--- src/common/p4_echo_defs.svh ---
// Echo router constants
// Port count, word width, buffer depth, credit and counter sizes

`ifndef P4_ECHO_DEFS_SVH
`define P4_ECHO_DEFS_SVH

// Physical ports, ingress and egress share the index
`define P4E_NUM_PORTS    2

// Data word width
`define P4E_WORD_BITS    32

// Words per echo buffer, also the initial ingress credit count
`define P4E_FIFO_DEPTH   8

// Initial egress credits granted by the sink
`define P4E_EGR_CREDITS  4

// Packet counter width
`define P4E_CNT_BITS     16

`endif

--- src/common/p4_echo_pkg.sv ---
// Echo router types
// Data beats, per-port buses, port masks and packet counts

`default_nettype none

`include "p4_echo_defs.svh"

package p4_echo_pkg;

    ////////////////////////////////////////
    // Data path

    typedef logic [`P4E_WORD_BITS-1:0] word_t;

    // Last marks the final word of a packet
    typedef struct packed {
        word_t data;
        logic  last;
    } axis_beat_t;

    typedef axis_beat_t [`P4E_NUM_PORTS-1:0] beat_bus_t;

    // Valid flags, credit pulses and clears
    typedef logic [`P4E_NUM_PORTS-1:0] port_mask_t;

    ////////////////////////////////////////
    // Profiling

    typedef logic [`P4E_CNT_BITS-1:0] count_t;

    typedef count_t [`P4E_NUM_PORTS-1:0] count_bus_t;

endpackage

`default_nettype wire

--- src/echo_path/port_echo_buffer.sv ---
// Per-port echo buffer
// Word FIFO gated by egress credits, returns an ingress credit per word read

`timescale 1ns/100ps
`default_nettype none

`include "p4_echo_defs.svh"

module port_echo_buffer (
    input  logic                    phys_port_clk_ifc,
    input  logic                    rst_n,
    input  logic                    in_valid,
    input  p4_echo_pkg::axis_beat_t in_beat,
    output logic                    out_valid,
    output p4_echo_pkg::axis_beat_t out_beat,
    input  logic                    egr_credit,
    output logic                    ing_credit
);

    localparam int PTR_BITS  = $clog2(`P4E_FIFO_DEPTH);
    localparam int FILL_BITS = $clog2(`P4E_FIFO_DEPTH + 1);
    localparam int CRED_BITS = $clog2(`P4E_EGR_CREDITS + 1);

    typedef logic [PTR_BITS-1:0]  ptr_t;
    typedef logic [FILL_BITS-1:0] fill_t;
    typedef logic [CRED_BITS-1:0] credit_t;

    p4_echo_pkg::axis_beat_t mem [0:`P4E_FIFO_DEPTH-1];

    ptr_t    wr_ptr;
    ptr_t    rd_ptr;
    fill_t   fill;
    credit_t egr_cred;
    logic    rd_en;

    // A word leaves only when one is stored and the sink has room
    assign rd_en = (fill != '0) && (egr_cred != '0);

    ////////////////////////////////////////
    // Storage

    always_ff @(posedge phys_port_clk_ifc) begin
        if (in_valid) begin
            mem[wr_ptr] <= in_beat;
        end
        if (rd_en) begin
            out_beat <= mem[rd_ptr];
        end
    end

    ////////////////////////////////////////
    // Pointers, fill level and credits

    always_ff @(posedge phys_port_clk_ifc) begin
        if (!rst_n) begin
            wr_ptr     <= '0;
            rd_ptr     <= '0;
            fill       <= '0;
            egr_cred   <= credit_t'(`P4E_EGR_CREDITS);
            out_valid  <= 1'b0;
            ing_credit <= 1'b0;
        end else begin
            if (in_valid) begin
                wr_ptr <= (wr_ptr == ptr_t'(`P4E_FIFO_DEPTH - 1)) ? '0 : wr_ptr + 1'b1;
            end
            if (rd_en) begin
                rd_ptr <= (rd_ptr == ptr_t'(`P4E_FIFO_DEPTH - 1)) ? '0 : rd_ptr + 1'b1;
            end

            case ({in_valid, rd_en})
                2'b10:   fill <= fill + 1'b1;
                2'b01:   fill <= fill - 1'b1;
                default: fill <= fill;
            endcase

            case ({rd_en, egr_credit})
                2'b10:   egr_cred <= egr_cred - 1'b1;
                2'b01:   egr_cred <= egr_cred + 1'b1;
                default: egr_cred <= egr_cred;
            endcase

            out_valid <= rd_en;
            // Credit back to the source the cycle after the egress transfer
            ing_credit <= out_valid;
        end
    end

endmodule

`default_nettype wire

--- src/profile/pkt_profile_counter.sv ---
// Packet profile counter
// Counts completed packets per port at one observation point

`timescale 1ns/100ps
`default_nettype none

`include "p4_echo_defs.svh"

module pkt_profile_counter (
    input  logic                    phys_port_clk_ifc,
    input  logic                    rst_n,
    input  p4_echo_pkg::port_mask_t beat_valid,
    input  p4_echo_pkg::beat_bus_t  beats,
    input  p4_echo_pkg::port_mask_t cnt_clear,
    output p4_echo_pkg::count_bus_t pkt_cnt
);

    p4_echo_pkg::port_mask_t pkt_done;

    // End of packet seen on a port
    always_comb begin
        for (int p = 0; p < `P4E_NUM_PORTS; p++) begin
            pkt_done[p] = beat_valid[p] && beats[p].last;
        end
    end

    ////////////////////////////////////////
    // Counters

    always_ff @(posedge phys_port_clk_ifc) begin
        if (!rst_n) begin
            pkt_cnt <= '0;
        end else begin
            for (int p = 0; p < `P4E_NUM_PORTS; p++) begin
                // Clear wins over a packet ending in the same cycle
                if (cnt_clear[p]) begin
                    pkt_cnt[p] <= '0;
                end else if (pkt_done[p]) begin
                    pkt_cnt[p] <= pkt_cnt[p] + 1'b1;
                end
            end
        end
    end

endmodule

`default_nettype wire

--- src/profile/in_flight_tracker.sv ---
// In-flight tracker
// Outstanding packets per port from ingress and egress counts, plus idle flag

`timescale 1ns/100ps
`default_nettype none

`include "p4_echo_defs.svh"

module in_flight_tracker (
    input  logic                    phys_port_clk_ifc,
    input  logic                    rst_n,
    input  p4_echo_pkg::count_bus_t ing_cnt,
    input  p4_echo_pkg::count_bus_t egr_cnt,
    output p4_echo_pkg::count_bus_t in_flight,
    output logic                    all_idle
);

    p4_echo_pkg::count_bus_t diff;

    // Modular difference, correct across counter wrap
    always_comb begin
        for (int p = 0; p < `P4E_NUM_PORTS; p++) begin
            diff[p] = ing_cnt[p] - egr_cnt[p];
        end
    end

    ////////////////////////////////////////
    // Registered outputs

    always_ff @(posedge phys_port_clk_ifc) begin
        if (!rst_n) begin
            in_flight <= '0;
            all_idle  <= 1'b1;
        end else begin
            in_flight <= diff;
            // Idle only when no port has a packet outstanding
            all_idle  <= (diff == '0);
        end
    end

endmodule

`default_nettype wire

--- src/p4_echo_router.sv ---
// Physical port echo router
// Echoes each ingress port onto the same egress port and profiles packet counts

`timescale 1ns/100ps
`default_nettype none

`include "p4_echo_defs.svh"

module p4_echo_router (
    input  logic                    phys_port_clk_ifc,
    input  logic                    rst_n,
    input  p4_echo_pkg::port_mask_t ing_valid,
    input  p4_echo_pkg::beat_bus_t  ing_beats,
    output p4_echo_pkg::port_mask_t ing_credit,
    output p4_echo_pkg::port_mask_t egr_valid,
    output p4_echo_pkg::beat_bus_t  egr_beats,
    input  p4_echo_pkg::port_mask_t egr_credit,
    input  p4_echo_pkg::port_mask_t cnt_clear,
    output p4_echo_pkg::count_bus_t ing_cnt,
    output p4_echo_pkg::count_bus_t egr_cnt,
    output p4_echo_pkg::count_bus_t in_flight,
    output logic                    all_idle
);

    ////////////////////////////////////////
    // Echo path, one buffer per port

    for (genvar p = 0; p < `P4E_NUM_PORTS; p++) begin : g_port
        port_echo_buffer u_buffer (
            .phys_port_clk_ifc ( phys_port_clk_ifc ),
            .rst_n             ( rst_n             ),
            .in_valid          ( ing_valid[p]      ),
            .in_beat           ( ing_beats[p]      ),
            .out_valid         ( egr_valid[p]      ),
            .out_beat          ( egr_beats[p]      ),
            .egr_credit        ( egr_credit[p]     ),
            .ing_credit        ( ing_credit[p]     )
        );
    end

    ////////////////////////////////////////
    // Packet profiling

    // Accepted ingress beats
    pkt_profile_counter u_ing_profile (
        .phys_port_clk_ifc ( phys_port_clk_ifc ),
        .rst_n             ( rst_n             ),
        .beat_valid        ( ing_valid         ),
        .beats             ( ing_beats         ),
        .cnt_clear         ( cnt_clear         ),
        .pkt_cnt           ( ing_cnt           )
    );

    // Delivered egress beats
    pkt_profile_counter u_egr_profile (
        .phys_port_clk_ifc ( phys_port_clk_ifc ),
        .rst_n             ( rst_n             ),
        .beat_valid        ( egr_valid         ),
        .beats             ( egr_beats         ),
        .cnt_clear         ( cnt_clear         ),
        .pkt_cnt           ( egr_cnt           )
    );

    in_flight_tracker u_in_flight (
        .phys_port_clk_ifc ( phys_port_clk_ifc ),
        .rst_n             ( rst_n             ),
        .ing_cnt           ( ing_cnt           ),
        .egr_cnt           ( egr_cnt           ),
        .in_flight         ( in_flight         ),
        .all_idle          ( all_idle          )
    );

endmodule

`default_nettype wire

--- config.mk ---
export PLATFORM = sky130hd
export DESIGN_NAME = p4_echo_router
export DESIGN_NICKNAME = d
export VERILOG_FILES = /design/src/common/p4_echo_pkg.sv /design/src/echo_path/port_echo_buffer.sv /design/src/profile/pkt_profile_counter.sv /design/src/profile/in_flight_tracker.sv /design/src/p4_echo_router.sv
export VERILOG_INCLUDE_DIRS = /design/src /design/src/common
export SDC_FILE = /design/constraint.sdc
export NUM_CORES = 1
export LEC_CHECK = 0
export BUFFER_PORTS_ARGS = -buffer_cell sky130_fd_sc_hd__buf_2
export CORE_UTILIZATION = 50
export CTS_CLUSTER_DIAMETER = 40
export DETAILED_ROUTE_END_ITERATION = 8
export PLACE_DENSITY = 0.69
export SYNTH_ARGS = -nofsm -noshare
export SYNTH_HDL_FRONTEND = slang
export SYNTH_HIERARCHICAL = 1
export SYNTH_SLANG_ARGS = --single-unit
--- constraint.sdc ---
create_clock -name phys_port_clk_ifc -period 7.55 [get_ports phys_port_clk_ifc]
set_input_delay 0 -clock phys_port_clk_ifc [delete_from_list [all_inputs] [get_ports phys_port_clk_ifc]]
set_output_delay 0 -clock phys_port_clk_ifc [all_outputs]
set_load 0.02 [all_outputs]
Word level (Yosys, flattened, before mapping)
Memories as Yosys holds them, arrays and structs flattened. A register that Yosys moved wholly into a read port is not among the register bits.
Index checks and enable logic that the tools add are counted.

operators by class
  equality and inequality tests = 12
  add/sub/neg operators = 18
  bitwise logic cells = 1
  reductions and logical operators = 17
  muxes and demuxes = 12

operators by type and width
  operator                                                             count
  16-bit by 1-bit adder with 16-bit output (second input constant)     4
  32-bit zero test                                                     1
  16-bit subtractor                                                    2
  3-bit by 1-bit adder with 3-bit output (second input constant)       6
  4-bit case mux with 2 select lines                                   2
  3-bit == test (second input constant)                                4
  3-bit two-way mux                                                    4
  3-bit case mux with 2 select lines                                   2
  4-bit by 1-bit adder with 4-bit output (second input constant)       2
  2-bit by 1-bit == test with 1-bit output (second input constant)     4
  2-bit == test (second input constant)                                4
  2-bit nonzero test                                                   4
  4-bit nonzero test                                                   2
  4-bit by 1-bit subtractor with 4-bit output (second input constant)  2
  1-bit logical AND                                                    6
  3-bit nonzero test                                                   2
  3-bit by 1-bit subtractor with 3-bit output (second input constant)  2
  1-bit two-way mux                                                    4
  2-bit OR reduction                                                   2
  1-bit NOT                                                            1

word-level totals
  register bits after elaboration = 127
  bits of input ports = 74
  output and inout port bits = 167
  memory bits (writable) = 528
  logic and storage cells = 81
  memories = 2

memory list
  name                    depth  width  read ports  clocked after Yosys merged registers in  write ports  RTL line                source
  g_port[0].u_buffer.mem  8      33     1           1                                        1            port_echo_buffer.sv:28  p4_echo_pkg::axis_beat_t mem [0:`P4E_FIFO_DEPTH-1];
  g_port[1].u_buffer.mem  8      33     1           1                                        1            port_echo_buffer.sv:28

Longest topological paths before layout
  depth in word-level cells = 4
  depth in mapped cells = 11

Cells and area by module
Netlist, hierarchy kept.

by module, submodules not included
  module               cells each  seq. area each (um^2)  times used  area an instance (um^2)
  port_echo_buffer     508         9,218.8                2           11,833.8
  pkt_profile_counter  165         640.6                  2           1,435.1
  in_flight_tracker    316         660.6                  1           2,561.2

Worst setup path before layout
No wires, ideal clock.

  kind = flip-flop to flip-flop
  start = reg g_port[0].u_buffer.fill[1]
  end = reg g_port[0].u_buffer.fill[2]
  library setup time = 70 ps
  clock period less this slack = 3,606 ps
  path slack = 3,944 ps
  buffers on the path = 0
  stages on the path, launching flop included = 10
  data arrival time = 3,536 ps
  path through = dfxtp_1 > nor4_1 > nor2_1 > ha_1 > xor2_1 > ha_1 > a21oi_1 > xor2_1 > or3_1 > a21boi_1

on the way
  cells in the longest elaborated chain, start to end = 4
  elaborated cells between the ends (all ways) = 8
  classes of those cells = 2 x add/sub; 2 x eq/ne; 1 x mux; 3 x reduce/logical

ends and longest elaborated chain
  what                                                                              RTL line                source
  start: declaration                                                                port_echo_buffer.sv:32  fill_t fill;
  start signal: assignment                                                          port_echo_buffer.sv:71  2'b10: fill <= fill + 1'b1;
  start signal: assignment                                                          port_echo_buffer.sv:72  2'b01: fill <= fill - 1'b1;
  start signal: assignment                                                          port_echo_buffer.sv:73  default: fill <= fill;
  4-bit nonzero test *                                                              port_echo_buffer.sv:37  assign rd_en = (fill != '0) && (egr_cred != '0);
  1-bit logical AND *                                                               port_echo_buffer.sv:37
  net g_port[0].u_buffer.rd_en                                                      port_echo_buffer.sv:34  logic rd_en;
  2-bit by 1-bit == test with 1-bit output / 2-bit == test (equally long branches)  port_echo_buffer.sv:70  case ({in_valid, rd_en})
  4-bit case mux with 2 select lines / 2-bit nonzero test (equally long branches)   -

Mark *: on every way through the listed nets, which the timed path passes. The rest lies on a longest branch.
A chain may end at the register's enable or synchronous reset.

Worst setup path in the final report
  start = reg g_port[1].u_buffer.fill[1]
  end = reg g_port[1].u_buffer.egr_cred[2]

on the way
  cells in the longest elaborated chain, start to end = 4
  elaborated cells between the ends (all ways) = 6
  classes of those cells = 2 x eq/ne; 1 x mux; 3 x reduce/logical

ends and longest elaborated chain
  what                                                                              RTL line                source
  start: declaration                                                                port_echo_buffer.sv:32
  start signal: assignment                                                          port_echo_buffer.sv:71
  start signal: assignment                                                          port_echo_buffer.sv:72
  start signal: assignment                                                          port_echo_buffer.sv:73
  4-bit nonzero test *                                                              port_echo_buffer.sv:37
  1-bit logical AND *                                                               port_echo_buffer.sv:37
  net g_port[1].u_buffer.rd_en                                                      port_echo_buffer.sv:34
  2-bit by 1-bit == test with 1-bit output / 2-bit == test (equally long branches)  port_echo_buffer.sv:76  case ({rd_en, egr_credit})
  3-bit case mux with 2 select lines / 2-bit nonzero test (equally long branches)   -
  end signal: assignment                                                            port_echo_buffer.sv:77  2'b10: egr_cred <= egr_cred - 1'b1;
  end signal: assignment                                                            port_echo_buffer.sv:78  2'b01: egr_cred <= egr_cred + 1'b1;
  end signal: assignment                                                            port_echo_buffer.sv:79  default: egr_cred <= egr_cred;
  end: declaration                                                                  port_echo_buffer.sv:33  credit_t egr_cred;

Marks and branches as above.

==> flow_summary.ini <==
[logic_synthesis]
ys_warn_count = 6
synthArstFlopShare = 0
synth_ff_type = edfxtp_1
synthTopCellsByArea = edfxtp_1, mux4_2, dfxtp_1, ha_1, mux2_4
syn_area_mm2 = 0.0291
ys_ff_latch = 721
synth_top_cell_by_area = edfxtp_1
syn_area_per_cell_um2 = 17.5
ys_seq_area_frac = 0.700
synthCells = 1662
yosysUniqueCellTypes = 80
synth_edf_count = 594
synth_nets = 1790
synth_top_area_frac = 0.613

[timing]
hold_viol_final = 0
fin_crit_sh = 0.387
fmaxAchievable_mhz = 342
fin_tns_setup_ns = 0
tightestPinTransition_ns = 1.03
drv_slew = 0
grt_setup_unrepaired = false
setup_violations = 0
clock_skew_ns = 0.0249
slew_headroom = 0.315
timing.final.ws_setup_ns = 4.63
post-route-min-period_ns = 2.92

[global_routing]
grt-ovfl-total = 0
gr-usage-all-layers = 0.210
grt_pass1_wl_mm = 95.0
grt_max_degree = 69
grt_pass1_vias = 16700
antenna_found_initial = 2

[placement]
io_buffers = 240
post-place-cells = 2637
place.gp.congestion = 0.889
dp_hpwl_mm = 35.0
place_ws_ns = 4.61

[clocking]
path_clk_slew_ns = 0.05
cts-root-buf = clkbuf_16
cts_resized = 0
cts_buffers = 103
post_cts_buffers = 0
cts.sinks = 721
h-tree-depth = 3
cts_buffer_depth = 3
cts_tree = yes
cts_hold_buf = 73
clock_latency_ns = 0.64

[die]
die_area_mm2 = 0.0592
rows = 88
pin_count = 241
die_w_um = 243
start_util = 0.505
die_h_um = 243
core_area_mm2 = 0.0576

[worst_setup_path]
r2r_slack_ns = 4.63
crit_end = g_port[1].u_buffer/egr_cred[2]
cp_data_required_time_ns = 8.11
startpoint = g_port[1].u_buffer/fill[1]
cp_slowest_stage_delay_ns = 0.58
r2r_start = g_port[1].u_buffer/fill[1]
crit_top_cell = inv_1
worstPathMaxFanout = 29
cp.arrival_ns = 3.48
crit_family = simple AND/OR/NAND/NOR gates
crit_buf_inv = 3
cp_slowest_cell = nor4_1
cp_num_cells = 10
r2r_cells = 10
cp_cell_sequence = nor4_1, nor2_4, buf_4, inv_1, ha_1, inv_1, fa_1, xor2_1, or3_1, nand3_1
cp-start-kind = register
critPathCaptureType = register
r2r_end = g_port[1].u_buffer/egr_cred[2]
path_class = register to register

[cells_and_area]
nets = 2178
fin_cells = 2906
area_delta_synth_final_pct = 22.2
drive_gt1_frac = 0.317
layout_commonest_cell = edfxtp_1
final_cell_mix = edfxtp_1, buf_2, dfxtp_1, mux4_2, clkbuf_16

[run_status]
outcome = finished clean

[routing]
dr_total_vias = 16200
wire_per_inst_um = 21.2
first_pass_iters = 7
drtIter0Drc = 1106
route.detailed.drc = 0
drt_wl_total_mm = 61.5
ant_nets = 0
viasPerCell = 5.59

[pwr]
p_per_area_mw_per_mm2 = 346
worst_ir_drop_vdd_mv = 0.270
power_leakage_nw = 12.5
p_total_w = 0.0123

[job]
maxCapViolCount = 0

[hold_path]
hold_path.class = input pin to register
[Yosys cell counts (22+ instances only)]
cell	instances
a21oi_1	41
and2_1	26
clkbuf_1	22
dfxtp_1	127
edfxtp_1	594
ha_1	50
inv_1	45
mux2_2	30
mux2_4	36
mux4_2	118
nand2_1	47
nand3_1	28
nand4_1	22
nor2_1	94
nor3_1	38
o21ai_0	33
xnor2_1	37
xor2_1	37
[routing by layer]
layer  wire (um)  global-route usage  up-vias
li1            -                   -     7387
met1       26400               0.278     8252
met2       30100               0.343      475
met3        3500              0.0411      114
met4        1540              0.0779        4
met5          20                   0        -
[state kept, by name, indices dropped and copies added, names as in the netlist]
| signal | count |
|---|---|
| g_port.u_buffer/egr_cred | 6 |
| u_in_flight/in_flight | 32 |
| u_egr_profile/pkt_cnt | 32 |
| u_ing_profile/pkt_cnt | 32 |
| g_port.u_buffer/mem | 528 |
| g_port.u_buffer/rd_ptr | 6 |
| g_port.u_buffer/out_beat | 66 |
| g_port.u_buffer/ing_credit | 2 |
| u_in_flight/all_idle | 1 |
| g_port.u_buffer/wr_ptr | 6 |
| g_port.u_buffer/fill | 8 |
| g_port.u_buffer/out_valid | 2 |
[kinds of logic after synthesis]
group,after synthesis,share of synthesized area
mux,208,0.138
xor+xnor,74,0.0223
flops,721,0.700
simple gates,360,0.0654
fa+ha+maj,54,0.0243
compound gates,143,0.0319
buf+inv,102,0.0182
[cell type report]
class | instances | area (um^2)
antenna | 1 | 2.50
clock buffer | 116 | 2720
clock inverter | 79 | 861
fill | 4086 | 22000
inverter | 47 | 176
multi-input combinational | 839 | 8320
sequential | 721 | 20400
tap | 765 | 957
timing repair buffer | 338 | 2120
[how the worst min path moves through the flow]
stage / from / end / slack [ns] / cells after the start
after floorplan: ing_beats[0] / g_port[0].u_buffer/mem[0][0] / 0.1 / 0
after global placement: ing_beats[14] / g_port[0].u_buffer/mem[2][14] / 0.26 / 1
after detailed placement: ing_beats[64] / g_port[1].u_buffer/mem[0][31] / 0.27 / 1
after CTS: cnt_clear[0] / u_ing_profile/pkt_cnt[3] / 0.03 / 3
after global routing: cnt_clear[0] / u_egr_profile/pkt_cnt[13] / 0.12 / 3
final: cnt_clear[0] / u_ing_profile/pkt_cnt[13] / 0.09 / 3
[worst min-delay path, delay by kind of cell]
family	cells	cell delay (ns)
and+or+nand+nor	1	0.51
buffers and inverters	1	0.09
AOI/OAI and AO/OA	1	0.07
[through the flow]
stage               area [um^2]  utilization  hold slack (ns)
detailed placement        31200        0.542            0.268
global placement          31200        0.542            0.258
global route              35500        0.617            0.117
floorplan                 29100            -           0.0989
finish                    35500        0.617           0.0930
CTS                       35500        0.617           0.0350
[power breakdown]
| part | internal, W | total, W | switching, W |
|---|---|---|---|
| Clock | 0.00297 | 0.00484 | 0.00187 |
| Sequential | 0.00477 | 0.00501 | 0.000243 |
| Combinational | 0.00116 | 0.00246 | 0.00129 |
| Total | 0.00891 | 0.0123 | 0.00341 |
Power figures use the tool's default switching activity.
